$ cat src/common/soc_pkg.sv
package soc_pkg;

  // address windows, each top address is exclusive.
  localparam logic [31:0] clint_base_addr = 32'h0200_0000;
  localparam logic [31:0] clint_top_addr  = 32'h0201_0000;
  localparam logic [31:0] uart_base_addr  = 32'h1000_0000;
  localparam logic [31:0] uart_top_addr   = 32'h1000_0010;
  localparam logic [31:0] bram_base_addr  = 32'h8000_0000;
  // sized for the default RAM of 1024 words.
  localparam logic [31:0] bram_top_addr   = 32'h8000_1000;

  localparam logic [31:0] uart_data_off   = 32'h0000_0000;
  localparam logic [31:0] uart_status_off = 32'h0000_0004;

  // mtimecmp and mtime are 64 bits, the high word sits 4 bytes above the low word.
  localparam logic [31:0] clint_msip_off     = 32'h0000_0000;
  localparam logic [31:0] clint_mtimecmp_off = 32'h0000_4000;
  localparam logic [31:0] clint_mtime_off    = 32'h0000_bff8;

  typedef enum logic [1:0] {tgt_none, tgt_bram, tgt_uart, tgt_clint} target_e;

  typedef enum logic [1:0] {st_idle, st_start, st_data, st_stop} uart_state_e;

  // byte-wise merge of a write into a stored word under its strobes.
  function automatic logic [31:0] strb_merge(input logic [31:0] old_word,
                                             input logic [31:0] wdata,
                                             input logic [3:0]  wstrb);
    logic [31:0] merged;
    merged = old_word;
    for (int b = 0; b < 4; b++) begin
      if (wstrb[b]) begin
        merged[8*b +: 8] = wdata[8*b +: 8];
      end
    end
    return merged;
  endfunction

endpackage

$ cat src/uart/uart.sv
`timescale 1ns/1ps

module uart import soc_pkg::*; #(
  parameter int CLKS_PER_BIT = 8
) (
  input  logic        clk,
  input  logic        rst,
  input  logic        valid_i,
  input  logic        instr_i,
  input  logic [31:0] addr_i,
  input  logic [31:0] wdata_i,
  input  logic [3:0]  wstrb_i,
  output logic [31:0] rdata_o,
  output logic        ready_o,
  input  logic        rx_i,
  output logic        tx_o
);

  localparam int               cnt_w    = $clog2(CLKS_PER_BIT + 1);
  localparam logic [cnt_w-1:0] bit_last = cnt_w'(CLKS_PER_BIT - 1);
  localparam logic [cnt_w-1:0] bit_half = cnt_w'((CLKS_PER_BIT - 1) / 2);

  uart_state_e      tx_state, rx_state;
  logic [cnt_w-1:0] tx_cnt, rx_cnt;
  logic [2:0]       tx_idx, rx_idx;
  logic [7:0]       tx_shift, rx_shift, rx_data;
  logic             rx_meta, rx_sync, rx_valid;
  logic             tx_tick, rx_tick;
  logic             take, data_acc, tx_load, rx_clear;

  assign take     = valid_i && !ready_o;
  // only data accesses have side effects. a fetch just reads.
  assign data_acc = take && !instr_i;
  assign tx_load  = data_acc && (|wstrb_i) && (addr_i == uart_data_off)
                    && (tx_state == st_idle);
  assign rx_clear = data_acc && (wstrb_i == 4'b0) && (addr_i == uart_data_off);

  always_ff @(posedge clk) begin
    if (!rst) begin
      ready_o <= 1'b0;
    end else begin
      ready_o <= take;
    end
    if (take) begin
      case (addr_i)
        uart_data_off:   rdata_o <= {24'b0, rx_data};
        uart_status_off: rdata_o <= {30'b0, rx_valid, tx_state != st_idle};
        default:         rdata_o <= '0;
      endcase
    end
  end

  assign tx_tick = (tx_cnt == bit_last);

  always_ff @(posedge clk) begin
    if (!rst) begin
      tx_state <= st_idle;
      tx_cnt   <= '0;
      tx_idx   <= '0;
      tx_o     <= 1'b1;
    end else begin
      tx_cnt <= (tx_state == st_idle || tx_tick) ? '0 : tx_cnt + 1'b1;
      case (tx_state)
        st_idle: begin
          if (tx_load) begin
            tx_shift <= wdata_i[7:0];
            tx_o     <= 1'b0;
            tx_state <= st_start;
          end
        end
        st_start: begin
          if (tx_tick) begin
            tx_idx   <= '0;
            tx_o     <= tx_shift[0];
            tx_state <= st_data;
          end
        end
        st_data: begin
          if (tx_tick) begin
            tx_idx   <= tx_idx + 1'b1;
            tx_shift <= {1'b0, tx_shift[7:1]};
            tx_o     <= (tx_idx == 3'd7) ? 1'b1 : tx_shift[1];
            if (tx_idx == 3'd7) begin
              tx_state <= st_stop;
            end
          end
        end
        default: begin
          if (tx_tick) begin
            tx_state <= st_idle;
          end
        end
      endcase
    end
  end

  // the start bit waits half a bit, so every later sample lands mid-bit.
  assign rx_tick = (rx_cnt == ((rx_state == st_start) ? bit_half : bit_last));

  always_ff @(posedge clk) begin
    if (!rst) begin
      rx_meta  <= 1'b1;
      rx_sync  <= 1'b1;
      rx_state <= st_idle;
      rx_cnt   <= '0;
      rx_idx   <= '0;
      rx_valid <= 1'b0;
    end else begin
      rx_meta <= rx_i;
      rx_sync <= rx_meta;
      rx_cnt  <= (rx_state == st_idle || rx_tick) ? '0 : rx_cnt + 1'b1;
      if (rx_clear) begin
        rx_valid <= 1'b0;
      end
      case (rx_state)
        st_idle: begin
          if (!rx_sync) begin
            rx_state <= st_start;
          end
        end
        st_start: begin
          if (rx_tick) begin
            rx_idx   <= '0;
            rx_state <= rx_sync ? st_idle : st_data;
          end
        end
        st_data: begin
          if (rx_tick) begin
            rx_shift <= {rx_sync, rx_shift[7:1]};
            rx_idx   <= rx_idx + 1'b1;
            if (rx_idx == 3'd7) begin
              rx_state <= st_stop;
            end
          end
        end
        default: begin
          if (rx_tick) begin
            // a frame without its stop bit is dropped.
            if (rx_sync) begin
              rx_data  <= rx_shift;
              rx_valid <= 1'b1;
            end
            rx_state <= st_idle;
          end
        end
      endcase
    end
  end

endmodule

$ cat config.mk
export PLATFORM = sky130hd
export DESIGN_NAME = uart
export DESIGN_NICKNAME = d
export VERILOG_FILES = /design/src/common/soc_pkg.sv /design/src/uart/uart.sv
export SDC_FILE = /design/constraint.sdc
export NUM_CORES = 1
export LEC_CHECK = 0
export ABC_AREA = 1
export BUFFER_PORTS_ARGS = -buffer_cell sky130_fd_sc_hd__buf_2
export CELL_PAD_IN_SITES_DETAIL_PLACEMENT = 0
export CELL_PAD_IN_SITES_GLOBAL_PLACEMENT = 1
export CORE_MARGIN = 1.5
export CORE_UTILIZATION = 37
export DETAILED_ROUTE_END_ITERATION = 8
export GPL_TIMING_DRIVEN = 1
export PLACE_DENSITY_LB_ADDON = 0.1
export SLEW_MARGIN = 20
export SYNTH_ARGS = -nofsm -noshare
export SYNTH_HDL_FRONTEND = slang
export SYNTH_SLANG_ARGS = --single-unit
$ cat constraint.sdc
create_clock -name clk -period 4.65 [get_ports clk]
set_clock_uncertainty 0.05 [all_clocks]
set_input_delay 0.465 -clock clk [delete_from_list [all_inputs] [get_ports clk]]
set_output_delay 0.465 -clock clk [all_outputs]
set_load 0.02 [all_outputs]
==> reports/qor.csv <==
stage;metric;value;unit
outcome;status;finished clean;
critical_path;arrival;2.19;ns
die;rows;30;
min_path;holdPathStages;2;
die;die_h;86.9;um
routing;wirelength;4.18;mm
die;dieArea;7560;um^2
timing;post-route-min-period;2.30;ns
timing;hold_violations;0;
routing;dr.pass1.iters;4;
cells_and_area;drive_above_1_share;23.6;%
routing;drt_iter0_drc;80;
clock_network;clk-insertion-delay-late;0.31;ns
clock_network;cts_tree;done;
synth;ys_seq_area_share;54.5;%
global_routing;antenna_found_initial;0;
timing;fmax;435;MHz
cells_and_area;final_common_cell;nand2_1;
cells_and_area;post-route-util;44.4;%
clock_network;cts_setup_buffers;0;
global_routing;grt_pass1_wl;6.85;mm
critical_path;crit_family;compound AO/OA/AOI/OAI gates;
critical_path;worstPathCellList;inv_1, ha_1, clkinv_1, o21ai_0, a21oi_1;
timing;finalCritPeriodShare;49.4;%
clock_network;cts.path.max_buffers;2;
clock_network;root_buffer;clkbuf_8;
cells_and_area;finalNetCount;430;
routing;wl_per_cell;9.42;um
die;die_width;86.9;um
timing;maxSlewViolCount;0;
cells_and_area;fillers;687;
timing;slew_headroom;45.8;%
global_routing;grt.overflow.total;0;
synth;synth.avg_cell_area;9.14;um^2
synth;synth.top_cell.area_share;36.9;%
die;initial_core_util;38.4;%
synth;synth.distinct_cells;28;
routing;viasPerCell;4.12;
cells_and_area;antenna_cells;0;
critical_path;critPathBufInv;2;
power;p_leak;1.35;nW
critical_path;r2r_cells;5;
critical_path;cp.depth;5;
synth;yosysTopAreaCell;edfxtp_1;
synth;yosys_warnings;0;
synth;synth_cells;285;
place;port_buffers;58;
power;power_density;337;nW/um^2
clock_network;postCtsHoldBufs;0;
routing;drc;0;
routing;postRouteAntennaNets;0;
place;dp_hpwl;3.13;mm
timing;grt_setup_unrepaired;no;
cells_and_area;area_growth;15.7;%
power;ir_worst_vdd;0.215;mV
place;place_congestion;0.759;
die;ioPinCount;107;
clock_network;numCtsBuffers;5;
timing;holdWs;0.287;ns
clock_network;cts.clk_slew.worst_paths;0.10;ns
clock_network;h-tree-depth;2;
global_routing;grt_pass1_vias;1567;
routing;num_vias;1830;
critical_path;worstPathRequired;4.55;ns
timing;setup_violations;0;
critical_path;endpoint_kind;flip-flop;
min_path;hold_path.class;in2reg;
critical_path;critPathSlowestCell;a21oi_1;
cells_and_area;final_cell_mix;nand2_1 (60), buf_2 (58), nor2_1 (48);
clock_network;cts_resized;0;
global_routing;track_usage;11.6;%
global_routing;grt_max_degree;20;
critical_path;crit_type;reg2reg;
timing;tightest_slew;0.813;ns
clock_network;clock-sinks;55;
critical_path;cp_max_fo;13;
critical_path;cpPeakStageDelay;0.64;ns
critical_path;start_kind;flip-flop;
synth;ys_ff_latch;55;
run;drv_cap;0;
synth;syn_area;2610;um^2
timing;setup_tns;0;ns
die;core-area;6790;um^2
synth;synth.area.top_cells;edfxtp_1 (37%), dfxtp_1 (18%), nand2_1 (8.6%);
[synthesized netlist by cell type]
library cell  instances
nand2_1              60
nor2_1               48
edfxtp_1             32
inv_1                29
buf_4                24
dfxtp_1              23
ha_1                 10
a21oi_1               9
o21ai_0               8
nand3_1               7
nand4_1               5
nor2_2                3
a32o_1                2
clkbuf_1              2
inv_2                 2
nand2_4               2
nand3_2               2
nor2_4                2
nor3_1                2
nor3b_1               2
o21ai_1               2
or2_2                 2
xor2_1                2
a31o_2                1
clkinv_1              1
conb_1                1
nand2_2               1
nand3b_1              1
[worst paths after layout]
| kind | startpoint | endpoint | slack, ns |
|---|---|---|---|
| hold / removal | rx_i | rx_meta$_SDFF_PN1_ | 0.29 |
| hold reg to reg | rx_meta$_SDFF_PN1_ | rx_sync$_SDFF_PN1_ | 0.37 |
| setup / recovery | tx_state[0]$_SDFFE_PN0P_ | tx_shift[7]$_SDFFCE_PP0P_ | 2.35 |
| setup reg to reg | tx_state[0]$_SDFFE_PN0P_ | tx_shift[7]$_SDFFCE_PP0P_ | 2.35 |
[where the power goes]
group | internal, mW | leakage, nW | total (mW) | switching, mW
sequential | 0.550 | 0.484 | 0.565 | 0.0147
combinational | 0.0578 | 0.824 | 0.173 | 0.115
clock | 0.111 | 0.0463 | 0.279 | 0.168
[area by class of cell]
cell class	count	area (um^2)	area share, %
multi-input cells	195	968	32.1
flip-flops and latches	55	1420	47.1
clock inverters	3	27.5	0.912
inverters	32	120	3.98
clock buffers	5	68.8	2.28
well taps	96	120	3.98
repair buffers	58	290	9.62
[logic make-up (layout without fill, tap and decap cells)]
group | count (synthesis) | count (layout) | share of synthesized area [%]
buf+inv | 58 | 98 | 11.8
other cells | 1 | 24 | 0.144
flops | 55 | 55 | 54.5
fa+ha+maj | 10 | 10 | 4.80
simple gates | 137 | 137 | 23.3
xor+xnor | 2 | 2 | 0.672
compound gates | 22 | 22 | 4.75
[registers in the layout (all words and copies together), names as in the netlist]
name and count:
ready_o 1, tx_state 2, rx_valid 1, rx_sync 1
rx_idx 3, rdata_o 8, tx_o 1, rx_cnt 4
rx_shift 8, rx_data 8, rx_meta 1, rx_state 2
tx_cnt 4, tx_idx 3, tx_shift 8
[worst reg2reg max path: stages (launching register included)]
cell,delay [ns]
dfxtp_1,0.39
inv_1,0.09
ha_1,0.37
clkinv_1,0.26
o21ai_0,0.12
a21oi_1,0.64
[metal layers]
layer	GRT usage, %	up-vias	wire (um)	part of all wire [%]
met3	3.32	6	297	7.1
met1	14.7	768	2040	49
met5	0	-	0	0
met2	18.6	64	1780	43
met4	4.84	0	64	1.5
li1	-	992	-	-
[stage by stage]
step	instances	setup WS [ns]	power (mW)	instance area [um^2]
2_1_floorplan	308	2.64	0.715	2690
3_3_place_gp	436	2.19	0.749	2920
3_5_place_dp	436	2.17	0.751	2920
4_1_cts	444	2.29	1.03	3010
5_1_grt	444	2.08	1.08	3020
6_report	444	2.35	1.02	3020
No activity file was read; power rests on OpenSTA's default activity.
