--- config.mk ---
export PLATFORM = sky130hd
export DESIGN_NAME = clint
export DESIGN_NICKNAME = d
export VERILOG_FILES = /design/src/common/soc_pkg.sv /design/src/clint/clint.sv
export SDC_FILE = /design/constraint.sdc
export NUM_CORES = 1
export LEC_CHECK = 0
export BUFFER_PORTS_ARGS = -buffer_cell sky130_fd_sc_hd__buf_2
export CAP_MARGIN = 20
export CORE_ASPECT_RATIO = 1.25
export CORE_UTILIZATION = 34
export DETAILED_ROUTE_END_ITERATION = 10
export GPL_ROUTABILITY_DRIVEN = 0
export PLACE_DENSITY_LB_ADDON = 0.08
export SLEW_MARGIN = 0
export SYNTH_ARGS = -nofsm -noshare
export SYNTH_HDL_FRONTEND = slang
export SYNTH_SLANG_ARGS = --single-unit
--- constraint.sdc ---
create_clock -name clk -period 3.28 [get_ports clk]
set_input_delay 0.492 -clock clk [delete_from_list [all_inputs] [get_ports clk]]
set_output_delay 0.492 -clock clk [all_outputs]
set_load 0.01 [all_outputs]
--- src/common/soc_pkg.sv ---
package soc_pkg;

  // address windows, each top address is exclusive.
  localparam logic [31:0] clint_base_addr = 32'h0200_0000;
  localparam logic [31:0] clint_top_addr  = 32'h0201_0000;
  localparam logic [31:0] uart_base_addr  = 32'h1000_0000;
  localparam logic [31:0] uart_top_addr   = 32'h1000_0010;
  localparam logic [31:0] bram_base_addr  = 32'h8000_0000;
  // sized for the default RAM of 1024 words.
  localparam logic [31:0] bram_top_addr   = 32'h8000_1000;

  localparam logic [31:0] uart_data_off   = 32'h0000_0000;
  localparam logic [31:0] uart_status_off = 32'h0000_0004;

  // mtimecmp and mtime are 64 bits, the high word sits 4 bytes above the low word.
  localparam logic [31:0] clint_msip_off     = 32'h0000_0000;
  localparam logic [31:0] clint_mtimecmp_off = 32'h0000_4000;
  localparam logic [31:0] clint_mtime_off    = 32'h0000_bff8;

  typedef enum logic [1:0] {tgt_none, tgt_bram, tgt_uart, tgt_clint} target_e;

  typedef enum logic [1:0] {st_idle, st_start, st_data, st_stop} uart_state_e;

  // byte-wise merge of a write into a stored word under its strobes.
  function automatic logic [31:0] strb_merge(input logic [31:0] old_word,
                                             input logic [31:0] wdata,
                                             input logic [3:0]  wstrb);
    logic [31:0] merged;
    merged = old_word;
    for (int b = 0; b < 4; b++) begin
      if (wstrb[b]) begin
        merged[8*b +: 8] = wdata[8*b +: 8];
      end
    end
    return merged;
  endfunction

endpackage

--- src/clint/clint.sv ---
`timescale 1ns/1ps

module clint import soc_pkg::*; #(
  parameter int RTC_DIV = 4
) (
  input  logic        clk,
  input  logic        rst,
  input  logic        valid_i,
  input  logic        instr_i,
  input  logic [31:0] addr_i,
  input  logic [31:0] wdata_i,
  input  logic [3:0]  wstrb_i,
  output logic [31:0] rdata_o,
  output logic        ready_o,
  output logic        msip_o,
  output logic        mtip_o
);

  localparam int               div_w    = $clog2(RTC_DIV + 1);
  localparam logic [div_w-1:0] div_last = div_w'(RTC_DIV - 1);

  logic [div_w-1:0] div_cnt;
  logic [63:0]      mtime, mtimecmp;
  logic             tick, take, wr;

  assign tick = (div_cnt == div_last);
  assign take = valid_i && !ready_o;
  assign wr   = take && !instr_i && (|wstrb_i);

  always_ff @(posedge clk) begin
    if (!rst) begin
      div_cnt  <= '0;
      mtime    <= '0;
      mtimecmp <= '1;
      msip_o   <= 1'b0;
      mtip_o   <= 1'b0;
      ready_o  <= 1'b0;
    end else begin
      ready_o <= take;
      div_cnt <= tick ? '0 : div_cnt + 1'b1;
      mtip_o  <= (mtime >= mtimecmp);
      if (tick) begin
        mtime <= mtime + 64'd1;
      end
      // a software write to mtime overrides the tick in the same cycle.
      if (wr) begin
        case (addr_i)
          clint_msip_off:
            msip_o <= wstrb_i[0] ? wdata_i[0] : msip_o;
          clint_mtimecmp_off:
            mtimecmp[31:0] <= strb_merge(mtimecmp[31:0], wdata_i, wstrb_i);
          clint_mtimecmp_off + 32'd4:
            mtimecmp[63:32] <= strb_merge(mtimecmp[63:32], wdata_i, wstrb_i);
          clint_mtime_off:
            mtime[31:0] <= strb_merge(mtime[31:0], wdata_i, wstrb_i);
          clint_mtime_off + 32'd4:
            mtime[63:32] <= strb_merge(mtime[63:32], wdata_i, wstrb_i);
          default: begin
          end
        endcase
      end
    end
  end

  always_ff @(posedge clk) begin
    if (take) begin
      case (addr_i)
        clint_msip_off:             rdata_o <= {31'b0, msip_o};
        clint_mtimecmp_off:         rdata_o <= mtimecmp[31:0];
        clint_mtimecmp_off + 32'd4: rdata_o <= mtimecmp[63:32];
        clint_mtime_off:            rdata_o <= mtime[31:0];
        clint_mtime_off + 32'd4:    rdata_o <= mtime[63:32];
        default:                    rdata_o <= '0;
      endcase
    end
  end

endmodule

==> metrics.md, run 1 <==
| Metric | Value |
|---|---|
| Complex-gate fraction of the synthesized area | `between 10% and 20%` |
| Min Tclk post-route | `around 2.8 ns` |
| Adder-cell share of the synthesized area | `between 8 and 9%` |
| Min-delay worst type | `in -> reg` |
| # Post-CTS Setup Buffers | `0` |
| Slew HR | `around 28%` |
| WL/cell | `roughly 21 um` |
| Initial Util | `roughly 35%` |
| Total power | `about 4400 uW` |
| DRT Wirelength | `approximately 37 mm` |
| P_sw | `between 1000 and 1500 uW` |
| Chip Width | `~160 um` |
| Largest net degree at the start of global routing | `113` |
| Total GRT Usage | `approximately a quarter` |
| Max Clk Rate | `about 350 MHz` |
| CTS buffer count | `17` |
| Commonest non-fill, non-tap cell in the layout | `dfxtp_1` |
| Final Hold Vio Count | `0` |
| CP most frequent cell | `ha_1` |
| Clock slew seen by the registers of the worst setup and hold paths | `about 0.070 ns` |
| Iter 0 DRT Violations | `633` |
| Seq pwr share | `roughly half` |
| Clk root buf | `clkbuf_16` |
| Worst-Margin Slew | `between 1 and 1.5 ns` |
| Setup TNS | `0 ns` |
| Footprint of the multi-input gates | `slightly above 0.006 mm2` |
| Crit. End Element | `register` |
| Pint | `between 3000 and 4000 uW` |
| Hold-fix buffer count after cts | `0` |
| Antenna-violating nets left | `0` |
| Setup CP Type | `reg -> reg` |
| Clock power frac | `between 40 and 50%` |
| Share of layout cells above drive strength 1 | `16.4%` |
| Post-synth EDFFs | `32` |
| Fin Clk Skew | `about 0.012 ns` |
| Ys async rst share | `0%` |
| Setup crit start kind | `register` |
| First-pass GRT wire length | `approximately 56 mm` |
| Combinational fraction of design power | `6.5%` |
| # H-tree levels | `4` |
| YS warnings | `0` |
| DP HPWL | `roughly 27 mm` |
| RSZ-0062 raised after global routing | `false` |
| Critical Path Max Stage Delay | `slightly above 0.6 ns` |
| Largest area contributor in the netlist | `dfxtp_1` |
| # clock sinks | `roughly 170` |
| Part of the cycle the worst path needs | `a little under 90%` |
| Synth area leaders | `dfxtp_1, mux2i_1, edfxtp_1` |
| NumNets Final | `between 1000 and 1500` |
| Synth unique cells | `73` |
| Initial antenna violation count | `0` |
| Total global routing overflow | `0` |
| Post-cts resize count | `0` |
| Status | `finished, final reports clean` |
| Area Overhead vs Synth | `16.6%` |
| Max Buffers Root-to-Sink | `2` |
| Total number of vias | `9747` |
| Largest family of logic cells by synthesized area | `simple AND/OR/NAND/NOR gates` |
| Finish-stage setup viols | `0` |
| Post-Syn Area | `around 0.010 mm2` |
| Syn_area_per_cell | `about 8.6 um2` |
| Sequential share of the synthesized area | `about a third` |
| 1st-pass router iterations | `5` |
| Synth Flop Type | `dfxtp_1` |
| CP Data Arrival Time | `between 3 and 4 ns` |
| Die Span Y | `198 um` |
| Register area | `~0.0036 mm2` |
| Vias/cell | `between 5 and 6` |
| #FFs+latches synth | `166` |
| Max_cap viols | `0` |
| Design area | `0.0122 mm2` |
| Port bufs | `106` |
| CP cell instances | `ha_1 > ha_1 > and3_1 > nand2_1 > or3_1 > nor4_1 > o221ai_1` |
| Worst EP required | `approximately 3.6 ns` |
| CP Max Fanout | `10` |
| Multiplexer share of the synthesized area | `13.0%` |
| Leak Pwr | `about 0.0058 uW` |
| Switch share | `approximately 25%` |
| Power Dens Cells | `about 360 mW/mm2` |
| Most frequent cells in the layout | `dfxtp_1, nand2_1, mux2i_1` |
| Post-synthesis net count | `~1400` |
| Worst vdd ir | `roughly 0.00032 V` |
| DRC Markers | `0` |
| Post-synth top area share | `25.7%` |
| Vias in the first global route | `roughly 9400` |
| # fillers | `about 3200` |
| Die area | `about 0.031 mm2` |
| ANT cells | `0` |
| CTS tree | `built` |
| Row count | `a little over 70` |
| Slew Viols, Final | `0` |
| IO Count | `107` |
| Xor-xnor portion of the synthesized cell area | `0.168%` |
| Post-Syn Instances | `~1200` |
| Cell Area, Placed | `about 0.012 mm2` |
| Clock latency on the worst-skew pair | `0.47 ns` |
| Slowest CP cell | `or3_1` |
| Core area | `slightly above 0.03 mm2` |
| Post-Synth Simple-Gate Area | `23.3%` |
-- kinds of logic (layout without fill, tap and decap cells) --
kind of cell               after synthesis  after routing
DFF                                    166            166
and+or+nand+nor                        449            449
adders and majority gates               67             67
AOI/OAI and AO/OA                      243            243
xor gates and xnor gates                 2              2
muxes                                  135            135
buffers and inverters                  152            269
-- per-layer routing --
layer	vias up	share of wire [%]	track usage, %
met5	-	0	0
met4	0	2.7	9.74
met3	54	3.3	3.39
met2	214	50	42.1
met1	4712	44	28.7
li1	4767	-	-
-- sequential cells by signal (all words and copies together) (netlist names) --
signal and cells:
div_cnt 3, msip_o 1, mtime 64, mtimecmp 64, mtip_o 1, rdata_o 32
ready_o 1
-- power groups by stage --
stage | Clock [uW] | Combinational [uW] | Sequential (uW)
detailed placement | 0 | 287 | 2150
global route | 2100 | 306 | 2110
floorplan | 0 | 127 | 2160
global placement | 0 | 287 | 2150
finish | 1990 | 285 | 2110
CTS | 2040 | 287 | 2110
-- layout make-up --
cell class,instances,share of cell area (%)
Clock buffer,20,3.75
Tap cell,401,4.12
Inverter,80,2.47
Sequential cell,166,29.9
Clock inverter,12,0.853
Timing Repair Buffer,157,7.85
Multi-Input combinational cell,896,51.0
-- Yosys cell counts (20+ instances only) --
library cell and count:
dfxtp_1 134, mux2i_1 131, nand2_1 131, inv_1 80, a21oi_1 78, ha_1 67
nand3_1 53, nor3_1 51, clkbuf_1 50, nor2_1 44, nand4_1 41, o21ai_0 36
o22ai_1 33, edfxtp_1 32, nor4_1 28, a31oi_1 20
-- through the flow --
| step | util, % | worst slack [ns] | hold WS [ns] | instances |
|---|---|---|---|---|
| after floorplan | - | 0.724 | 0.399 | 1214 |
| after global placement | 38.5 | 0.313 | 0.413 | 1700 |
| after detailed placement | 38.5 | 0.340 | 0.418 | 1700 |
| after CTS | 40.3 | 0.522 | 0.272 | 1732 |
| after global routing | 40.3 | 0.304 | 0.328 | 1732 |
| final | 40.3 | 0.431 | 0.292 | 1732 |
-- path summary, 6_finish.rpt --
path                             startpoint    endpoint  slack, ns  cells past startpoint
worst max register to register   div_cnt[0]   mtime[61]       0.43                      7
worst min register to register   div_cnt[0]  div_cnt[0]       0.43                      1
worst min-delay path            wdata_i[30]   mtime[62]       0.29                      3
worst max-delay path             div_cnt[0]   mtime[61]       0.43                      7
-- worst max-delay path: cells and delay by family, from the launching register on --
| family | cells | cell delay (ns) |
|---|---|---|
| AOI/OAI and AO/OA | 1 | 0.21 |
| adders and majority gates | 2 | 0.43 |
| DFF | 1 | 0.34 |
| and+or+nand+nor | 4 | 1.72 |
No activity file was read; power rests on OpenSTA's default activity.
==> inputs of run 2 (changes only) <==
Settings changed: MAX_ROUTING_LAYER from default to met4.
==> metrics.md, run 2 (synthesis results as in run 1) <==
| Metric | Value |
|---|---|
| Status | `finished, final reports clean (unchanged)` |
| Die area | `0.0314 mm2 (unchanged)` |
| Final worst-path setup slack | `0.518 ns (was 0.431 ns)` |
| Vias in the first global route | `9443 (was 9442)` |
| CP Max Fanout | `10 (unchanged)` |
| Leak Pwr | `0.00581 uW (unchanged)` |
| Port bufs | `106 (unchanged)` |
| Area Overhead vs Synth | `16.6% (unchanged)` |
| Setup Slack @ Placement | `0.340 ns (unchanged)` |
| Total GRT Usage | `24.4% (was 23.7%)` |
| Finish-stage setup viols | `0 (unchanged)` |
| Design area | `0.0122 mm2 (unchanged)` |
| Slew Viols, Final | `0 (unchanged)` |
| CTS buffer count | `17 (unchanged)` |
| Setup TNS | `0 ns (unchanged)` |
| Min-delay worst type | `in -> reg (unchanged)` |
| CP Data Arrival Time | `3.07 ns (was 3.16 ns)` |
| Vias/cell | `5.65 (was 5.63)` |
| NumNets Final | `1457 (unchanged)` |
| Core area | `0.0302 mm2 (unchanged)` |
| Post-cts resize count | `0 (unchanged)` |
| Crit. End Element | `register (unchanged)` |
| Slew HR | `27.2% (was 28.1%)` |
| Clk root buf | `clkbuf_16 (unchanged)` |
| Min Tclk post-route | `2.76 ns (was 2.85 ns)` |
| Antenna-violating nets left | `0 (unchanged)` |
| Setup crit start kind | `register (unchanged)` |
| Clock slew seen by the registers of the worst setup and hold paths | `0.07 ns (about the same)` |
| Total power | `4380 uW (about the same)` |
| 1st-pass router iterations | `5 (unchanged)` |
| # clock sinks | `166 (unchanged)` |
| Iter 0 DRT Violations | `612 (was 633)` |
| Initial Util | `34.6% (unchanged)` |
| Clock latency on the worst-skew pair | `0.47 ns (about the same)` |
| Max Buffers Root-to-Sink | `2 (unchanged)` |
| RSZ-0062 raised after global routing | `false (unchanged)` |
| Biggest regs | `mtime: 64 flops, mtimecmp: 64 flops, rdata_o: 32 flops (unchanged)` |
| Max Clk Rate | `362 MHz (was 351 MHz)` |
| Final Hold Vio Count | `0 (unchanged)` |
| Setup CP Type | `reg -> reg (unchanged)` |
| # Post-CTS Setup Buffers | `0 (unchanged)` |
| Worst-Margin Slew | `1.09 ns (was 1.08 ns)` |
| Power Dens Cells | `359 mW/mm2 (was 360 mW/mm2)` |
| Part of the cycle the worst path needs | `84.2% (was 86.9%)` |
| Total global routing overflow | `0 (unchanged)` |
| # H-tree levels | `4 (unchanged)` |
| Fin Clk Skew | `0.0140 ns (was 0.0119 ns)` |
| Commonest non-fill, non-tap cell in the layout | `dfxtp_1 (unchanged)` |
| WL/cell | `21.2 um (about the same)` |
| Largest net degree at the start of global routing | `113 (unchanged)` |
| DRT Wirelength | `36.7 mm (was 36.8 mm)` |
| Most frequent cells in the layout | `dfxtp_1, nand2_1, mux2i_1 (unchanged)` |
| First-pass GRT wire length | `56.4 mm (about the same)` |
| DRC Markers | `0 (unchanged)` |
| ANT cells | `0 (unchanged)` |
| Util after Layout | `40.3% (unchanged)` |
| Total number of vias | `9781 (was 9747)` |
| Share of layout cells above drive strength 1 | `16.4% (unchanged)` |
| Row count | `71 (unchanged)` |
| Chip Width | `159 um (unchanged)` |
| Max_cap viols | `0 (unchanged)` |
| Worst EP required | `3.59 ns (about the same)` |
| Worst vdd ir | `0.000319 V (was 0.000320 V)` |
| IO Count | `107 (unchanged)` |
| Initial antenna violation count | `0 (unchanged)` |
| Hold-fix buffer count after cts | `0 (unchanged)` |
| CTS tree | `built (unchanged)` |
| Die Span Y | `198 um (unchanged)` |
| Cell Area, Placed | `0.0116 mm2 (unchanged)` |
| DP HPWL | `26.5 mm (unchanged)` |
run 2: cell counts in the layout (fill, tap and decap cells not counted):
Identical to the previous run, type by type.
run 2: layer usage:
layer	up-vias	global-route usage, %	wire length, um
met1	4727	28.6	15900
met3	56	3.54	1460
met5	-	-	0
met4	0	9.17	927
met2	229	42.2	18400
li1	4769	-	-
run 2: path summary, 6_finish.rpt:
kind	start	endpoint	slack, ns	depth (start not counted)
setup / recovery	div_cnt[0]	mtime[61]	0.52	7
hold / removal	wdata_i[30]	mtime[62]	0.29	3
setup reg to reg	div_cnt[0]	mtime[61]	0.52	7
hold reg to reg	div_cnt[0]	div_cnt[0]	0.43	1
run 2: cell type report:
class	instances	area, um2
multi-input combinational	896	6210
inverter	80	300
clock inverter	12	104
clock buffer	20	457
fill	3170	18000
tap	401	502
sequential	166	3640
timing repair buffer	157	956
run 2: stage by stage:
| step | hold slack [ns] | instances |
|---|---|---|
| 6_report | 0.294 | 1732 |
| 5_1_grt | 0.326 | 1732 |
| 4_1_cts | 0.272 | 1732 |
| 3_5_place_dp | 0.418 | 1700 |
| 3_3_place_gp | 0.413 | 1700 |
| 2_1_floorplan | 0.399 | 1214 |
run 2: where the power goes:
part / switching [uW] / internal (uW)
Combinational: 189 / 94.7
Clock: 905 / 1080
Sequential: 9.06 / 2100
run 2: worst max-delay path, cell delays in order (launching register included):
cell and delay, ns:
dfxtp_1 0.34, ha_1 0.15, ha_1 0.28, and3_1 0.31
nand2_1 0.23, or3_1 0.61, nor4_1 0.49, o221ai_1 0.19
