==> src/common/soc_pkg.sv <==
package soc_pkg;

  // address windows, each top address is exclusive.
  localparam logic [31:0] clint_base_addr = 32'h0200_0000;
  localparam logic [31:0] clint_top_addr  = 32'h0201_0000;
  localparam logic [31:0] uart_base_addr  = 32'h1000_0000;
  localparam logic [31:0] uart_top_addr   = 32'h1000_0010;
  localparam logic [31:0] bram_base_addr  = 32'h8000_0000;
  // sized for the default RAM of 1024 words.
  localparam logic [31:0] bram_top_addr   = 32'h8000_1000;

  localparam logic [31:0] uart_data_off   = 32'h0000_0000;
  localparam logic [31:0] uart_status_off = 32'h0000_0004;

  // mtimecmp and mtime are 64 bits, the high word sits 4 bytes above the low word.
  localparam logic [31:0] clint_msip_off     = 32'h0000_0000;
  localparam logic [31:0] clint_mtimecmp_off = 32'h0000_4000;
  localparam logic [31:0] clint_mtime_off    = 32'h0000_bff8;

  typedef enum logic [1:0] {tgt_none, tgt_bram, tgt_uart, tgt_clint} target_e;

  typedef enum logic [1:0] {st_idle, st_start, st_data, st_stop} uart_state_e;

  // byte-wise merge of a write into a stored word under its strobes.
  function automatic logic [31:0] strb_merge(input logic [31:0] old_word,
                                             input logic [31:0] wdata,
                                             input logic [3:0]  wstrb);
    logic [31:0] merged;
    merged = old_word;
    for (int b = 0; b < 4; b++) begin
      if (wstrb[b]) begin
        merged[8*b +: 8] = wdata[8*b +: 8];
      end
    end
    return merged;
  endfunction

endpackage

==> src/interconnect/mem_interconnect.sv <==
`timescale 1ns/1ps

module mem_interconnect import soc_pkg::*; (
  input  logic        clk,
  input  logic        rst,
  input  logic        imem_valid_i,
  input  logic        imem_instr_i,
  input  logic [31:0] imem_addr_i,
  input  logic [31:0] imem_wdata_i,
  input  logic [3:0]  imem_wstrb_i,
  output logic [31:0] imem_rdata_o,
  output logic        imem_ready_o,
  input  logic        dmem_valid_i,
  input  logic        dmem_instr_i,
  input  logic [31:0] dmem_addr_i,
  input  logic [31:0] dmem_wdata_i,
  input  logic [3:0]  dmem_wstrb_i,
  output logic [31:0] dmem_rdata_o,
  output logic        dmem_ready_o,
  output logic        bram_valid_o,
  output logic        bram_wen_o,
  output logic        bram_instr_o,
  output logic [31:0] bram_addr_o,
  output logic [31:0] bram_wdata_o,
  output logic [3:0]  bram_wstrb_o,
  input  logic [31:0] bram_rdata_i,
  input  logic        bram_ready_i,
  output logic        uart_valid_o,
  output logic        uart_instr_o,
  output logic [31:0] uart_addr_o,
  output logic [31:0] uart_wdata_o,
  output logic [3:0]  uart_wstrb_o,
  input  logic [31:0] uart_rdata_i,
  input  logic        uart_ready_i,
  output logic        clint_valid_o,
  output logic        clint_instr_o,
  output logic [31:0] clint_addr_o,
  output logic [31:0] clint_wdata_o,
  output logic [3:0]  clint_wstrb_o,
  input  logic [31:0] clint_rdata_i,
  input  logic        clint_ready_i
);

  target_e     imem_tgt, dmem_tgt;
  target_e     imem_route, dmem_route;
  logic [31:0] imem_off, dmem_off;
  logic        bram_sel_d, uart_sel_d, clint_sel_d;
  // owner bits are set when the data port holds the target.
  logic        bram_owner_r, uart_owner_r, clint_owner_r;
  logic        imem_unm_r, dmem_unm_r;
  logic [2:0]  imem_hit, dmem_hit;

  function automatic target_e decode(input logic [31:0] addr);
    target_e t;
    if (addr >= clint_base_addr && addr < clint_top_addr) begin
      t = tgt_clint;
    end else if (addr >= uart_base_addr && addr < uart_top_addr) begin
      t = tgt_uart;
    end else if (addr >= bram_base_addr && addr < bram_top_addr) begin
      t = tgt_bram;
    end else begin
      t = tgt_none;
    end
    return t;
  endfunction

  function automatic logic [31:0] base_of(input target_e t);
    logic [31:0] b;
    case (t)
      tgt_bram:  b = bram_base_addr;
      tgt_uart:  b = uart_base_addr;
      tgt_clint: b = clint_base_addr;
      default:   b = '0;
    endcase
    return b;
  endfunction

  assign imem_tgt   = decode(imem_addr_i);
  assign dmem_tgt   = decode(dmem_addr_i);
  assign imem_off   = imem_addr_i - base_of(imem_tgt);
  assign dmem_off   = dmem_addr_i - base_of(dmem_tgt);
  assign dmem_route = dmem_valid_i ? dmem_tgt : tgt_none;

  always_comb begin
    imem_route = imem_valid_i ? imem_tgt : tgt_none;
    // the data port wins a shared target. the fetch keeps valid high and waits.
    if (imem_route == dmem_route) begin
      imem_route = tgt_none;
    end
  end

  assign bram_sel_d    = (dmem_route == tgt_bram);
  assign bram_valid_o  = bram_sel_d || (imem_route == tgt_bram);
  assign bram_instr_o  = bram_sel_d ? dmem_instr_i : imem_instr_i;
  assign bram_addr_o   = bram_sel_d ? dmem_off : imem_off;
  assign bram_wdata_o  = bram_sel_d ? dmem_wdata_i : imem_wdata_i;
  assign bram_wstrb_o  = bram_sel_d ? dmem_wstrb_i : imem_wstrb_i;
  assign bram_wen_o    = bram_valid_o && (|bram_wstrb_o);

  assign uart_sel_d    = (dmem_route == tgt_uart);
  assign uart_valid_o  = uart_sel_d || (imem_route == tgt_uart);
  assign uart_instr_o  = uart_sel_d ? dmem_instr_i : imem_instr_i;
  assign uart_addr_o   = uart_sel_d ? dmem_off : imem_off;
  assign uart_wdata_o  = uart_sel_d ? dmem_wdata_i : imem_wdata_i;
  assign uart_wstrb_o  = uart_sel_d ? dmem_wstrb_i : imem_wstrb_i;

  assign clint_sel_d   = (dmem_route == tgt_clint);
  assign clint_valid_o = clint_sel_d || (imem_route == tgt_clint);
  assign clint_instr_o = clint_sel_d ? dmem_instr_i : imem_instr_i;
  assign clint_addr_o  = clint_sel_d ? dmem_off : imem_off;
  assign clint_wdata_o = clint_sel_d ? dmem_wdata_i : imem_wdata_i;
  assign clint_wstrb_o = clint_sel_d ? dmem_wstrb_i : imem_wstrb_i;

  // the owner only changes when the target can take the request.
  always_ff @(posedge clk) begin
    if (!rst) begin
      bram_owner_r  <= 1'b0;
      uart_owner_r  <= 1'b0;
      clint_owner_r <= 1'b0;
      imem_unm_r    <= 1'b0;
      dmem_unm_r    <= 1'b0;
    end else begin
      if (bram_valid_o && !bram_ready_i) begin
        bram_owner_r <= bram_sel_d;
      end
      if (uart_valid_o && !uart_ready_i) begin
        uart_owner_r <= uart_sel_d;
      end
      if (clint_valid_o && !clint_ready_i) begin
        clint_owner_r <= clint_sel_d;
      end
      imem_unm_r <= imem_valid_i && (imem_tgt == tgt_none) && !imem_unm_r;
      dmem_unm_r <= dmem_valid_i && (dmem_tgt == tgt_none) && !dmem_unm_r;
    end
  end

  assign imem_hit = {clint_ready_i && !clint_owner_r, uart_ready_i && !uart_owner_r,
                     bram_ready_i && !bram_owner_r};
  assign dmem_hit = {clint_ready_i && clint_owner_r, uart_ready_i && uart_owner_r,
                     bram_ready_i && bram_owner_r};

  // an unmapped access is answered here with zero data.
  assign imem_ready_o = (|imem_hit) || imem_unm_r;
  assign dmem_ready_o = (|dmem_hit) || dmem_unm_r;
  assign imem_rdata_o = ({32{imem_hit[0]}} & bram_rdata_i)
                      | ({32{imem_hit[1]}} & uart_rdata_i)
                      | ({32{imem_hit[2]}} & clint_rdata_i);
  assign dmem_rdata_o = ({32{dmem_hit[0]}} & bram_rdata_i)
                      | ({32{dmem_hit[1]}} & uart_rdata_i)
                      | ({32{dmem_hit[2]}} & clint_rdata_i);

endmodule

==> config.mk <==
export PLATFORM = sky130hd
export DESIGN_NAME = mem_interconnect
export DESIGN_NICKNAME = d
export VERILOG_FILES = /design/src/common/soc_pkg.sv /design/src/interconnect/mem_interconnect.sv
export SDC_FILE = /design/constraint.sdc
export NUM_CORES = 1
export LEC_CHECK = 0
export ABC_AREA = 0
export BUFFER_PORTS_ARGS = -buffer_cell sky130_fd_sc_hd__buf_4
export CORE_AREA = 4 4 198 200
export DETAILED_ROUTE_END_ITERATION = 7
export DIE_AREA = 0 0 202 204
export GPL_TIMING_DRIVEN = 0
export PLACE_DENSITY = 0.43
export SLEW_MARGIN = 0
export SYNTH_ARGS = -nofsm -noshare
export SYNTH_HDL_FRONTEND = slang
export SYNTH_SLANG_ARGS = --single-unit
==> constraint.sdc <==
create_clock -name clk -period 5.9 [get_ports clk]
set_input_delay 0.295 -clock clk [delete_from_list [all_inputs] [get_ports clk]]
set_output_delay 0.295 -clock clk [all_outputs]
set_load 0.05 [all_outputs]
==> results of run 1 <==
-- worst register-to-register path, stage by stage (launching register included) --
cell and delay, ns:
dfxtp_1 0.33, and2_1 0.12, clkbuf_1 0.27, clkbuf_1 0.49, nand2_1 0.11, o211ai_1 0.09
-- worst min-delay path by stage --
stage / cells after the start / startpoint / slack, ns / endpoint
6_report: 2 / bram_ready_i / 0.28 / bram_owner_r$_SDFFE_PN0P_
5_1_grt: 2 / bram_ready_i / 0.29 / bram_owner_r$_SDFFE_PN0P_
4_1_cts: 2 / bram_ready_i / 0.28 / bram_owner_r$_SDFFE_PN0P_
3_5_place_dp: 1 / imem_unm_r$_SDFF_PN0_ / 0.43 / imem_unm_r$_SDFF_PN0_
3_3_place_gp: 1 / imem_unm_r$_SDFF_PN0_ / 0.42 / imem_unm_r$_SDFF_PN0_
2_1_floorplan: 1 / imem_unm_r$_SDFF_PN0_ / 0.39 / imem_unm_r$_SDFF_PN0_
-- cell type report --
type | count | share of cell area (%)
antenna | 1 | 0.0288
buffer | 54 | 2.79
clock buffer | 4 | 0.908
inverter | 5 | 0.216
multi-input combinational | 602 | 42.9
sequential | 5 | 1.15
tap | 511 | 7.36
timing repair buffer | 516 | 44.6
-- flip-flops by register name, summed over array words and instances (netlist names) --
register,count
bram_owner_r,1
clint_owner_r,1
dmem_unm_r,1
imem_unm_r,1
uart_owner_r,1
-- placed cells by master, fill, tap and decap left out, drive strengths merged, types with 8 or more instances in the layout --
| cell type | instances |
|---|---|
| a22oi | 64 |
| nor2b | 34 |
| buf | 537 |
| nand2 | 285 |
| mux2i | 10 |
| clkbuf | 37 |
| a21oi | 12 |
| nor4 | 10 |
| and2 | 18 |
| mux2 | 94 |
| nor2 | 13 |
| or4 | 8 |
-- routing by layer --
| layer | track usage, % | vias up |
|---|---|---|
| li1 | - | 3335 |
| met1 | 17.0 | 3187 |
| met2 | 29.2 | 371 |
| met3 | 3.81 | 36 |
| met4 | 2.49 | 6 |
| met5 | 0 | - |
-- cells by family (layout without fill, tap and decap cells) --
| group | after synthesis | in the layout | synth area share (%) |
|---|---|---|---|
| and+or+nand+nor | 393 | 393 | 43.5 |
| adders and majority gates | 6 | 6 | 1.84 |
| DFF | 5 | 5 | 2.45 |
| AOI/OAI and AO/OA | 89 | 89 | 15.4 |
| other | 0 | 1 | 0 |
| muxes | 104 | 104 | 28.3 |
| xor gates and xnor gates | 10 | 10 | 2.14 |
| buffers and inverters | 59 | 579 | 6.39 |
-- where the power goes --
part | switching, mW | internal (mW)
clock network | 0.0212 | 0.0895
logic | 0.537 | 0.288
registers | 0.000411 | 0.0348
total | 0.559 | 0.412
==> flow_summary_export.csv, run 1 <==
group,metric,value,unit
outcome,outcome,"complete, no violations",
critical_path,setup.worst_path.class,"in -> out",
critical_path,critical_path.cell_chain,"buf_4, or4b_2, nor4_2, ha_1, or3b_2, a211oi_1, xor2_1, nor2_1, a21oi_1, buf_4",
synthesis,post_synth_most_frequent_cells,"nand2_1, mux2_2, a22oi_1",
synthesis,synth-async-reset-ratio,0,%
synthesis,synthesis.area_per_instance,6.14,um2
floorplan,dieWidth,202,um
critical_path,depth_of_the_most_critical_reg_to_reg_path,5,
routing,wl_met3,2680,um
placement,post_place_setup_slack,1.83,ns
floorplan,core_region_area,37400,um2
cells_and_area,multi_input_area,3730,um2
placement,dpl-instance-area,8600,um2
critical_path,timing.critical_path.slowest_stage_cell,"or4b_2",
synthesis,synth.top_cell.area_share,26.2,%
cts,clkLatencyLatePin,0.23,ns
synthesis,syn-num-nets,913,
floorplan,initial_core_utilization,10.9,%
critical_path,worstSetupPathDepth,10,
global_routing,grt_max_degree,11,
run,max-cap-violations,0,
cts,tritoncts,"yes",
cts,maximum_level_of_the_cts_h_tree,1,
synthesis,synth_cells,666,
synthesis,ys_seq_elements,5,
floorplan,rows,71,
critical_path,timing.critical_path.arrival,3.69,ns
cts,clk_transition_reported_paths,0.03,ns
cts,cts_inserted_buffers,3,
min_path,worst_hold_path_type,"in -> reg",
synthesis,yosys_warnings,0,
critical_path,worst_ep_required_time,5.61,ns
placement,inst_count_dp,1693,
cells_and_area,areaGrowthSynthToFinish,112,%
routing,routed_wirelength,34100,um
power,leak,4.46,nW
placement,finalWeightedCongestion,0.900,
sta,final.min_clock_period,3.99,ns
global_routing,grt_use_total,15.1,%
cells_and_area,final_net_count,1434,
cts,ctsHoldBuffers,0,
placement,dpl.hpwl,29700,um
sta,fin_tns_setup,0,ns
synthesis,synthDistinctLibCells,45,
critical_path,crit_fanout,5,
critical_path,worst-path-buf-inv,2,
sta,clock-skew-final,0,ns
sta,max_slew.worst_pin.slew,0.941,ns
routing,met1_routed_length,12900,um
global_routing,grt_antenna_before_repair,3,
global_routing,globalRoute.totalOverflow,0,
critical_path,cpPeakStageDelay,0.68,ns
routing,route.vias.total,6935,
global_routing,first_pass_grt_wire_length,48000,um
critical_path,crit_top_cell,"buf_4",
power,power_density_normalized_to_cell_area,112,nW/um2
synthesis,dominantRegCellSynth,"dfxtp_1",
sta,clock.fmax,251,MHz
critical_path,worst_setup_path_startpoint,"imem_addr_i[22]",
sta,setup_repair_after_global_routing_missed_its_margin,"false",
synthesis,sequential_fraction_of_the_synthesis_area,2.45,%
critical_path,setup.reg_to_reg.worst_slack,4.41,ns
floorplan,floorplan.die.height,204,um
critical_path,worstSetupStartpointType,"primary input",
cts,clock_sinks,5,
routing,wire_length_on_met2,17800,um
cts,cts_resized,0,
sta,finalMaxSlewViolations,0,
routing,antenna_violating_nets_post_route,0,
synthesis,post_synth_main_area_contributors,"nand2_1, mux2_2, a22oi_1",
cts,cts_buffer_depth,2,
cells_and_area,layout-drive-gt1-share,54.0,%
critical_path,reg2reg_launch_point,"uart_owner_r$_SDFFE_PN0P_",
sta,final.setup.worst_slack,1.91,ns
routing,top_signal_layer_used,"met5",
cells_and_area,design_area,8680,um2
cells_and_area,seqCellArea,100,um2
cells_and_area,layout.core_utilization,23.2,%
routing,drc,0,
sta,timing_hold_violations_final,0,
routing,detailedRoute.firstIterationViolations,404,
routing,drt_pre_antenna_iters,5,
routing,via_per_inst,4.08,
cts,postCtsSetupBuffers,0,
placement,port_buffers,516,
critical_path,worst_path_top_cell_family_by_delay,"simple AND/OR/NAND/NOR gates",
routing,routedWlPerCell,20.1,um
synthesis,post_synth_instance_area,4090,um2
sta,whs,0.280,ns
power,report.power.total,0.971,mW
critical_path,reg_to_reg_endpoint,"uart_owner_r$_SDFFE_PN0P_",
critical_path,critPathCapture,"uart_addr_o[30]",
sta,timing.final.crit_share,67.6,%
synthesis,synth.most_common_cell,"nand2_1",
floorplan,count_of_boundary_i_o_pins,518,
sta,slew-limit-headroom,36.7,%
cts,cts-root-buf,"clkbuf_16",
sta,final-setup-viol-count,0,
cells_and_area,fin_cells,1698,
floorplan,floorplan.die_area,41200,um2
critical_path,cp-end-kind,"output port",
synthesis,synthDominantAreaCellType,"nand2_1",
cells_and_area,fillCellCount,4247,
power,irDropWorstVdd,0.0000613,V
synthesis,synth_enable_flop_cells,0,
global_routing,first_global_vias,7122,
(Power assumes the default switching activity.)
==> run 2: changes to the inputs <==
- ABC_AREA: 0 -> 1
- CORE_AREA: 4 4 198 200 -> 4 4 200 202
- DIE_AREA: 0 0 202 204 -> 0 0 204 206
- PLACE_DENSITY: 0.43 -> 0.45
- clock period: 5.9 -> 3.2 ns (I/O delays scaled with it)
==> run 2 against run 1 <==
Against the previous run: critical endpoint is now imem_rdata_o[30]; clock skew is the same; non-clock buffer count shrank 1; via count grew 18%; wire length grew 12%; clock power grew 86%.
==> flow_summary_export.csv, run 2 <==
group,metric,value,unit
cells_and_area,layout-drive-gt1-share,37.4,%
synthesis,synth.top_cell.area_share,26.6,%
critical_path,cp-end-kind,"output port",
cts,cts_inserted_buffers,3,
synthesis,synthDistinctLibCells,35,
synthesis,sequential_fraction_of_the_synthesis_area,2.26,%
floorplan,floorplan.die.height,206,um
cells_and_area,n_antenna_cell,0,
routing,routedWlPerCell,19.3,um
sta,max_slew.worst_pin.slew,0.931,ns
routing,detailedRoute.firstIterationViolations,446,
synthesis,post_synth_main_area_contributors,"nand2_1, o21ai_0, inv_1",
power,switching_power,1.09,mW
cells_and_area,fillCellCount,4470,
min_path,worst_hold_path_type,"in -> reg",
power,irDropWorstVdd,0.000120,V
placement,finalWeightedCongestion,0.881,
global_routing,first_pass_grt_wire_length,52400,um
routing,antenna_violating_nets_post_route,0,
synthesis,syn-num-nets,1187,
cts,cts-root-buf,"clkbuf_16",
routing,drc,0,
cts,tritoncts,"yes",
floorplan,core_region_area,38300,um2
critical_path,timing.critical_path.arrival,2.81,ns
cts,postCtsSetupBuffers,0,
synthesis,synth.most_common_cell,"nand2_1",
synthesis,post_synth_most_frequent_cells,"nand2_1, inv_1, o21ai_0",
placement,dpl.hpwl,33600,um
synthesis,synth_cells,940,
global_routing,groute.layer.met2.usage,31.7,%
sta,fin_tns_setup,0,ns
min_path,holdPathStages,3,
sta,final-setup-viol-count,0,
sta,finalMaxSlewViolations,0,
cells_and_area,design_area,9030,um2
critical_path,crit_fanout,10,
power,report.power.total,1.83,mW
cells_and_area,layout_commonest_cell,"buf_4",
floorplan,dieWidth,204,um
placement,inst_count_dp,1974,
synthesis,synthesis.area_per_instance,4.70,um2
synthesis,synth-async-reset-ratio,0,%
power,share_seq_of_total_power,3.5,%
floorplan,floorplan.die_area,42000,um2
routing,routed_wirelength,38200,um
sta,timing_hold_violations_final,0,
power,comb_power_share,85.2,%
sta,clock.fmax,336,MHz
sta,clock-skew-final,0,ns
sta,slew-limit-headroom,37.7,%
placement,dpl-instance-area,8940,um2
cts,maximum_level_of_the_cts_h_tree,1,
sta,final.min_clock_period,2.97,ns
floorplan,initial_core_utilization,11.5,%
synthesis,synth_enable_flop_cells,0,
power,clkPwrFrac,11.2,%
global_routing,globalRouteMet1Util,18.0,%
sta,setup_repair_after_global_routing_missed_its_margin,"false",
synthesis,synthDominantAreaCellType,"nand2_1",
run,max-cap-violations,0,
global_routing,busiest_layer,"met2",
critical_path,setup.worst_path.class,"reg -> out",
global_routing,global_route_met3_usage,3.75,%
critical_path,worst_ep_required_time,3.04,ns
cells_and_area,areaGrowthSynthToFinish,104,%
critical_path,critical_path.cell_chain,"nor2_1, inv_1, clkbuf_1, o221ai_1, buf_4",
cells_and_area,final_net_count,1708,
cells_and_area,fin_cells,1978,
synthesis,dominantRegCellSynth,"dfxtp_1",
synthesis,post_synth_instance_area,4420,um2
outcome,outcome,"complete, no violations",
power,power.share.switching,59.5,%
sta,timing.final.crit_share,92.9,%
cts,clock_sinks,5,
synthesis,yosys_warnings,0,
critical_path,depth_of_the_most_critical_reg_to_reg_path,4,
cts,cts_buffer_depth,2,
floorplan,count_of_boundary_i_o_pins,518,
global_routing,grt_max_degree,11,
cells_and_area,final_cell_mix,"buf_4, nand2_1, inv_1",
power,cellInternalPower,0.743,mW
critical_path,cpPeakStageDelay,0.72,ns
global_routing,grt_use_total,16.6,%
routing,drt_pre_antenna_iters,6,
global_routing,first_global_vias,8058,
power,power_density_normalized_to_cell_area,203,nW/um2
routing,route.vias.total,8183,
floorplan,rows,72,
critical_path,worstSetupStartpointType,"flip-flop",
global_routing,globalRoute.totalOverflow,0,
critical_path,timing.critical_path.slowest_stage_cell,"nor2_1",
global_routing,grt_antenna_before_repair,1,
cts,ctsHoldBuffers,0,
placement,port_buffers,516,
synthesis,ys_seq_elements,5,
power,leak,5.33,nW
routing,via_per_inst,4.14,
cts,clk_transition_reported_paths,0.03,ns
cts,clkLatencyLatePin,0.23,ns
==> run 2: changes by cell type after synthesis, sizes merged, moves of 30 or more <==
cell    change
a22oi      -64
inv       +199
mux2       -94
nand2      +30
nor2       +46
nor2b      -34
o21ai     +158
o221ai     +64
==> run 2: power groups by stage <==
stage,clock [mW],sequential [mW],combinational [mW]
2_1_floorplan,0,0.0655,0.895
3_3_place_gp,0,0.0655,1.57
3_5_place_dp,0,0.0656,1.57
4_1_cts,0.210,0.0647,1.58
5_1_grt,0.216,0.0648,1.65
6_report,0.206,0.0647,1.56
==> run 2: cell families after synthesis <==
group,after synthesis,synth area share [%]
and+or+nand+nor,412,37.1
DFF,5,2.26
adders and majority gates,6,1.70
buffers and inverters,261,23.0
AOI/OAI and AO/OA,246,33.9
xor gates and xnor gates,10,1.98
==> run 2: routing by layer <==
| layer | wire length (um) | vias to the layer above |
|---|---|---|
| li1 | - | 4051 |
| met1 | 14200 | 3697 |
| met2 | 19800 | 397 |
| met3 | 3010 | 36 |
| met4 | 1180 | 2 |
| met5 | 16 | - |
==> run 2: final timing paths <==
path,end,startpoint,slack [ns]
max reg2reg,clint_owner_r$_SDFFE_PN0P_,clint_owner_r$_SDFFE_PN0P_,1.72
min,imem_unm_r$_SDFF_PN0_,rst,0.22
min reg2reg,uart_owner_r$_SDFFE_PN0P_,uart_owner_r$_SDFFE_PN0P_,0.48
max,imem_rdata_o[30],clint_owner_r$_SDFFE_PN0P_,0.23
==> run 2: area by class of cell <==
type                            instances  area, um2  area share (%)
Buffer                                 53        234            2.59
Clock buffer                            4       78.8           0.873
Inverter                              208        782            8.66
Multi-Input combinational cell        674       3310            36.7
Sequential cell                         5        100            1.11
Tap cell                              518        648            7.18
Timing Repair Buffer                  516       3870            42.9
==> run 2: per-stage QoR <==
stage	worst slack, ns	hold slack [ns]	util (%)
2_1_floorplan	0.419	0.303	-
3_3_place_gp	0.151	0.459	23.4
3_5_place_dp	0.148	0.458	23.4
4_1_cts	0.137	0.217	23.6
5_1_grt	0.0790	0.230	23.6
6_report	0.227	0.224	23.6
==> run 2: critical path: cells and delay by family (launching register included) <==
family / cells / cell delay [ns]
compound gates: 1 / 0.51
buf+inv: 3 / 1.03
flops: 1 / 0.31
simple gates: 1 / 0.72
==> run 2: what timing repair did <==
| item | 4_1_cts | 5_1_grt |
|---|---|---|
| hold endpoints to repair | 0 | 0 |
| endpoints found under the setup margin | 0 | 3 |
| gates resized for setup | 0 | 1 |
==> run 3: changes to the inputs <==
- GPL_ROUTABILITY_DRIVEN: unset -> 1
- REMOVE_ABC_BUFFERS: unset -> 1
==> run 3 against run 2 <==
Against the previous run: fmax rose by 3.3%; sequential cell count did not move; clock power barely moved; largest cell class unchanged; worst setup slack improved by 0.094 ns; clock skew did not move; non-clock buffer count fell by 47; largest power group unchanged; wire length fell by 16%; critical path depth rose by 11.
==> flow_summary_export.csv, run 3 (same netlist as run 2, synthesis figures left out) <==
group,metric,value,unit
global_routing,grt_antenna_before_repair,1,
floorplan,initial_core_utilization,11.5,%
power,cellInternalPower,0.743,mW
global_routing,grt_max_degree,83,
global_routing,first_pass_grt_wire_length,44800,um
critical_path,worst_ep_required_time,3.04,ns
min_path,holdPathStages,3,
critical_path,reg2reg_launch_point,"clint_owner_r$_SDFFE_PN0P_",
placement,dpl.hpwl,27300,um
power,power_density_normalized_to_cell_area,202,nW/um2
min_path,worstHoldEndpoint,"dmem_unm_r$_SDFF_PN0_",
critical_path,cp-end-kind,"output port",
sta,fin_tns_setup,0,ns
critical_path,setup.worst_path.class,"in -> out",
power,report.power.total,1.81,mW
cts,cts_inserted_buffers,3,
cells_and_area,layout.core_utilization,23.3,%
floorplan,floorplan.die.height,206,um
critical_path,setup.reg_to_reg.worst_slack,0.95,ns
critical_path,critical_path.cell_chain,"buf_4, nor2_1, nand2_1, nor2_1, nand4_1, inv_1, ha_1, ha_1, inv_1, o21ai_0, nand3_1, xor2_1, xnor2_1, nand2_1, nand2_1, buf_4",
critical_path,worstSetupStartpointType,"primary input",
placement,inst_count_dp,1927,
cts,ctsHoldBuffers,0,
placement,post_place_setup_slack,0.230,ns
cells_and_area,fin_cells,1932,
sta,final.setup.worst_slack,0.321,ns
cts,clock_sinks,5,
min_path,worst_hold_path_type,"in -> reg",
placement,dpl-instance-area,8860,um2
sta,clock-skew-final,0,ns
cts,cts-root-buf,"clkbuf_16",
power,irDropWorstVdd,0.0000960,V
sta,final-setup-viol-count,0,
sta,whs,0.219,ns
cells_and_area,layout-drive-gt1-share,38.1,%
sta,setup_repair_after_global_routing_missed_its_margin,"false",
sta,final.min_clock_period,2.88,ns
power,clkPwrFrac,11.4,%
floorplan,dieWidth,204,um
cts,cts_buffer_depth,2,
global_routing,first_global_vias,7498,
critical_path,reg_to_reg_endpoint,"clint_owner_r$_SDFFE_PN0P_",
sta,timing_hold_violations_final,0,
cts,cts_resized,0,
sta,timing.final.crit_share,90.0,%
cts,postCtsSetupBuffers,0,
routing,drc,0,
power,power.share.switching,58.9,%
floorplan,count_of_boundary_i_o_pins,518,
sta,clock.fmax,347,MHz
cts,clk_transition_reported_paths,0.03,ns
min_path,hp-start,"rst",
cts,clkLatencyLatePin,0.23,ns
critical_path,timing.critical_path.arrival,2.72,ns
routing,via_per_inst,4.05,
floorplan,rows,72,
cells_and_area,design_area,8940,um2
cells_and_area,areaGrowthSynthToFinish,102,%
power,share_seq_of_total_power,3.6,%
critical_path,crit_fanout,5,
floorplan,floorplan.die_area,42000,um2
routing,routedWlPerCell,16.6,um
critical_path,cpPeakStageDelay,0.35,ns
power,comb_power_share,85.1,%
sta,slew-limit-headroom,11.0,%
critical_path,depth_of_the_most_critical_reg_to_reg_path,4,
cells_and_area,final_net_count,1661,
critical_path,timing.critical_path.slowest_stage_cell,"xnor2_1",
critical_path,crit_top_cell,"nand2_1",
cells_and_area,layout_commonest_cell,"buf_4",
placement,finalWeightedCongestion,0.843,
global_routing,grt_use_total,13.6,%
routing,route.vias.total,7820,
cts,tritoncts,"yes",
global_routing,globalRoute.totalOverflow,0,
routing,drt_pre_antenna_iters,5,
outcome,outcome,"complete, no violations",
sta,finalMaxSlewViolations,0,
routing,detailedRoute.firstIterationViolations,415,
run,max-cap-violations,0,
sta,max_slew.worst_pin.slew,1.33,ns
routing,antenna_violating_nets_post_route,0,
routing,routed_wirelength,32000,um
power,leak,5.28,nW
cells_and_area,final_cell_mix,"buf_4, nand2_1, inv_1",
power,switching_power,1.07,mW
cts,maximum_level_of_the_cts_h_tree,1,
floorplan,core_region_area,38300,um2
placement,port_buffers,517,
==> run 3: metal layers <==
layer  global-route usage [%]  vias to the layer above  wire (um)
li1                         -                     3950          -
met1                     17.4                     3563      13400
met2                     24.7                      285      16400
met3                     2.12                       22       1790
met4                     2.03                        0        463
met5                        0                        -          0
==> run 3: layout make-up <==
cell class	instances	area (um2)
sequential	5	100
clock buffer	4	78.8
antenna	1	2.50
inverter	208	785
multi-input combinational	674	3330
fill	4495	29300
timing repair buffer	522	3990
tap	518	648
==> run 3: worst max-delay path: cells and delay by family <==
family | cells | cell delay [ns]
and+or+nand+nor | 7 | 1.03
buffers and inverters | 4 | 0.45
AOI/OAI and AO/OA | 1 | 0.21
adders and majority gates | 2 | 0.34
xor gates and xnor gates | 2 | 0.52
==> run 3: power by group through the flow <==
stage / logic, mW / clock network [mW] / registers [mW]
6_report: 1.54 / 0.206 / 0.0647
5_1_grt: 1.63 / 0.210 / 0.0650
4_1_cts: 1.55 / 0.207 / 0.0647
3_5_place_dp: 1.55 / 0 / 0.0656
3_3_place_gp: 1.53 / 0 / 0.0655
2_1_floorplan: 0.889 / 0 / 0.0655
==> run 3: worst max-delay path by stage <==
| stage | to | start | slack (ns) | cells after the start |
|---|---|---|---|---|
| after global routing | uart_addr_o[31] | imem_addr_i[17] | 0.02 | 15 |
| after global placement | clint_addr_o[14] | dmem_addr_i[17] | -2.98 | 10 |
| after CTS | bram_addr_o[31] | imem_addr_i[17] | 0.23 | 15 |
| after detailed placement | bram_addr_o[31] | imem_addr_i[17] | 0.23 | 15 |
| after floorplan | clint_addr_o[12] | dmem_addr_i[18] | -1.23 | 8 |
| final | clint_addr_o[31] | imem_addr_i[29] | 0.32 | 16 |
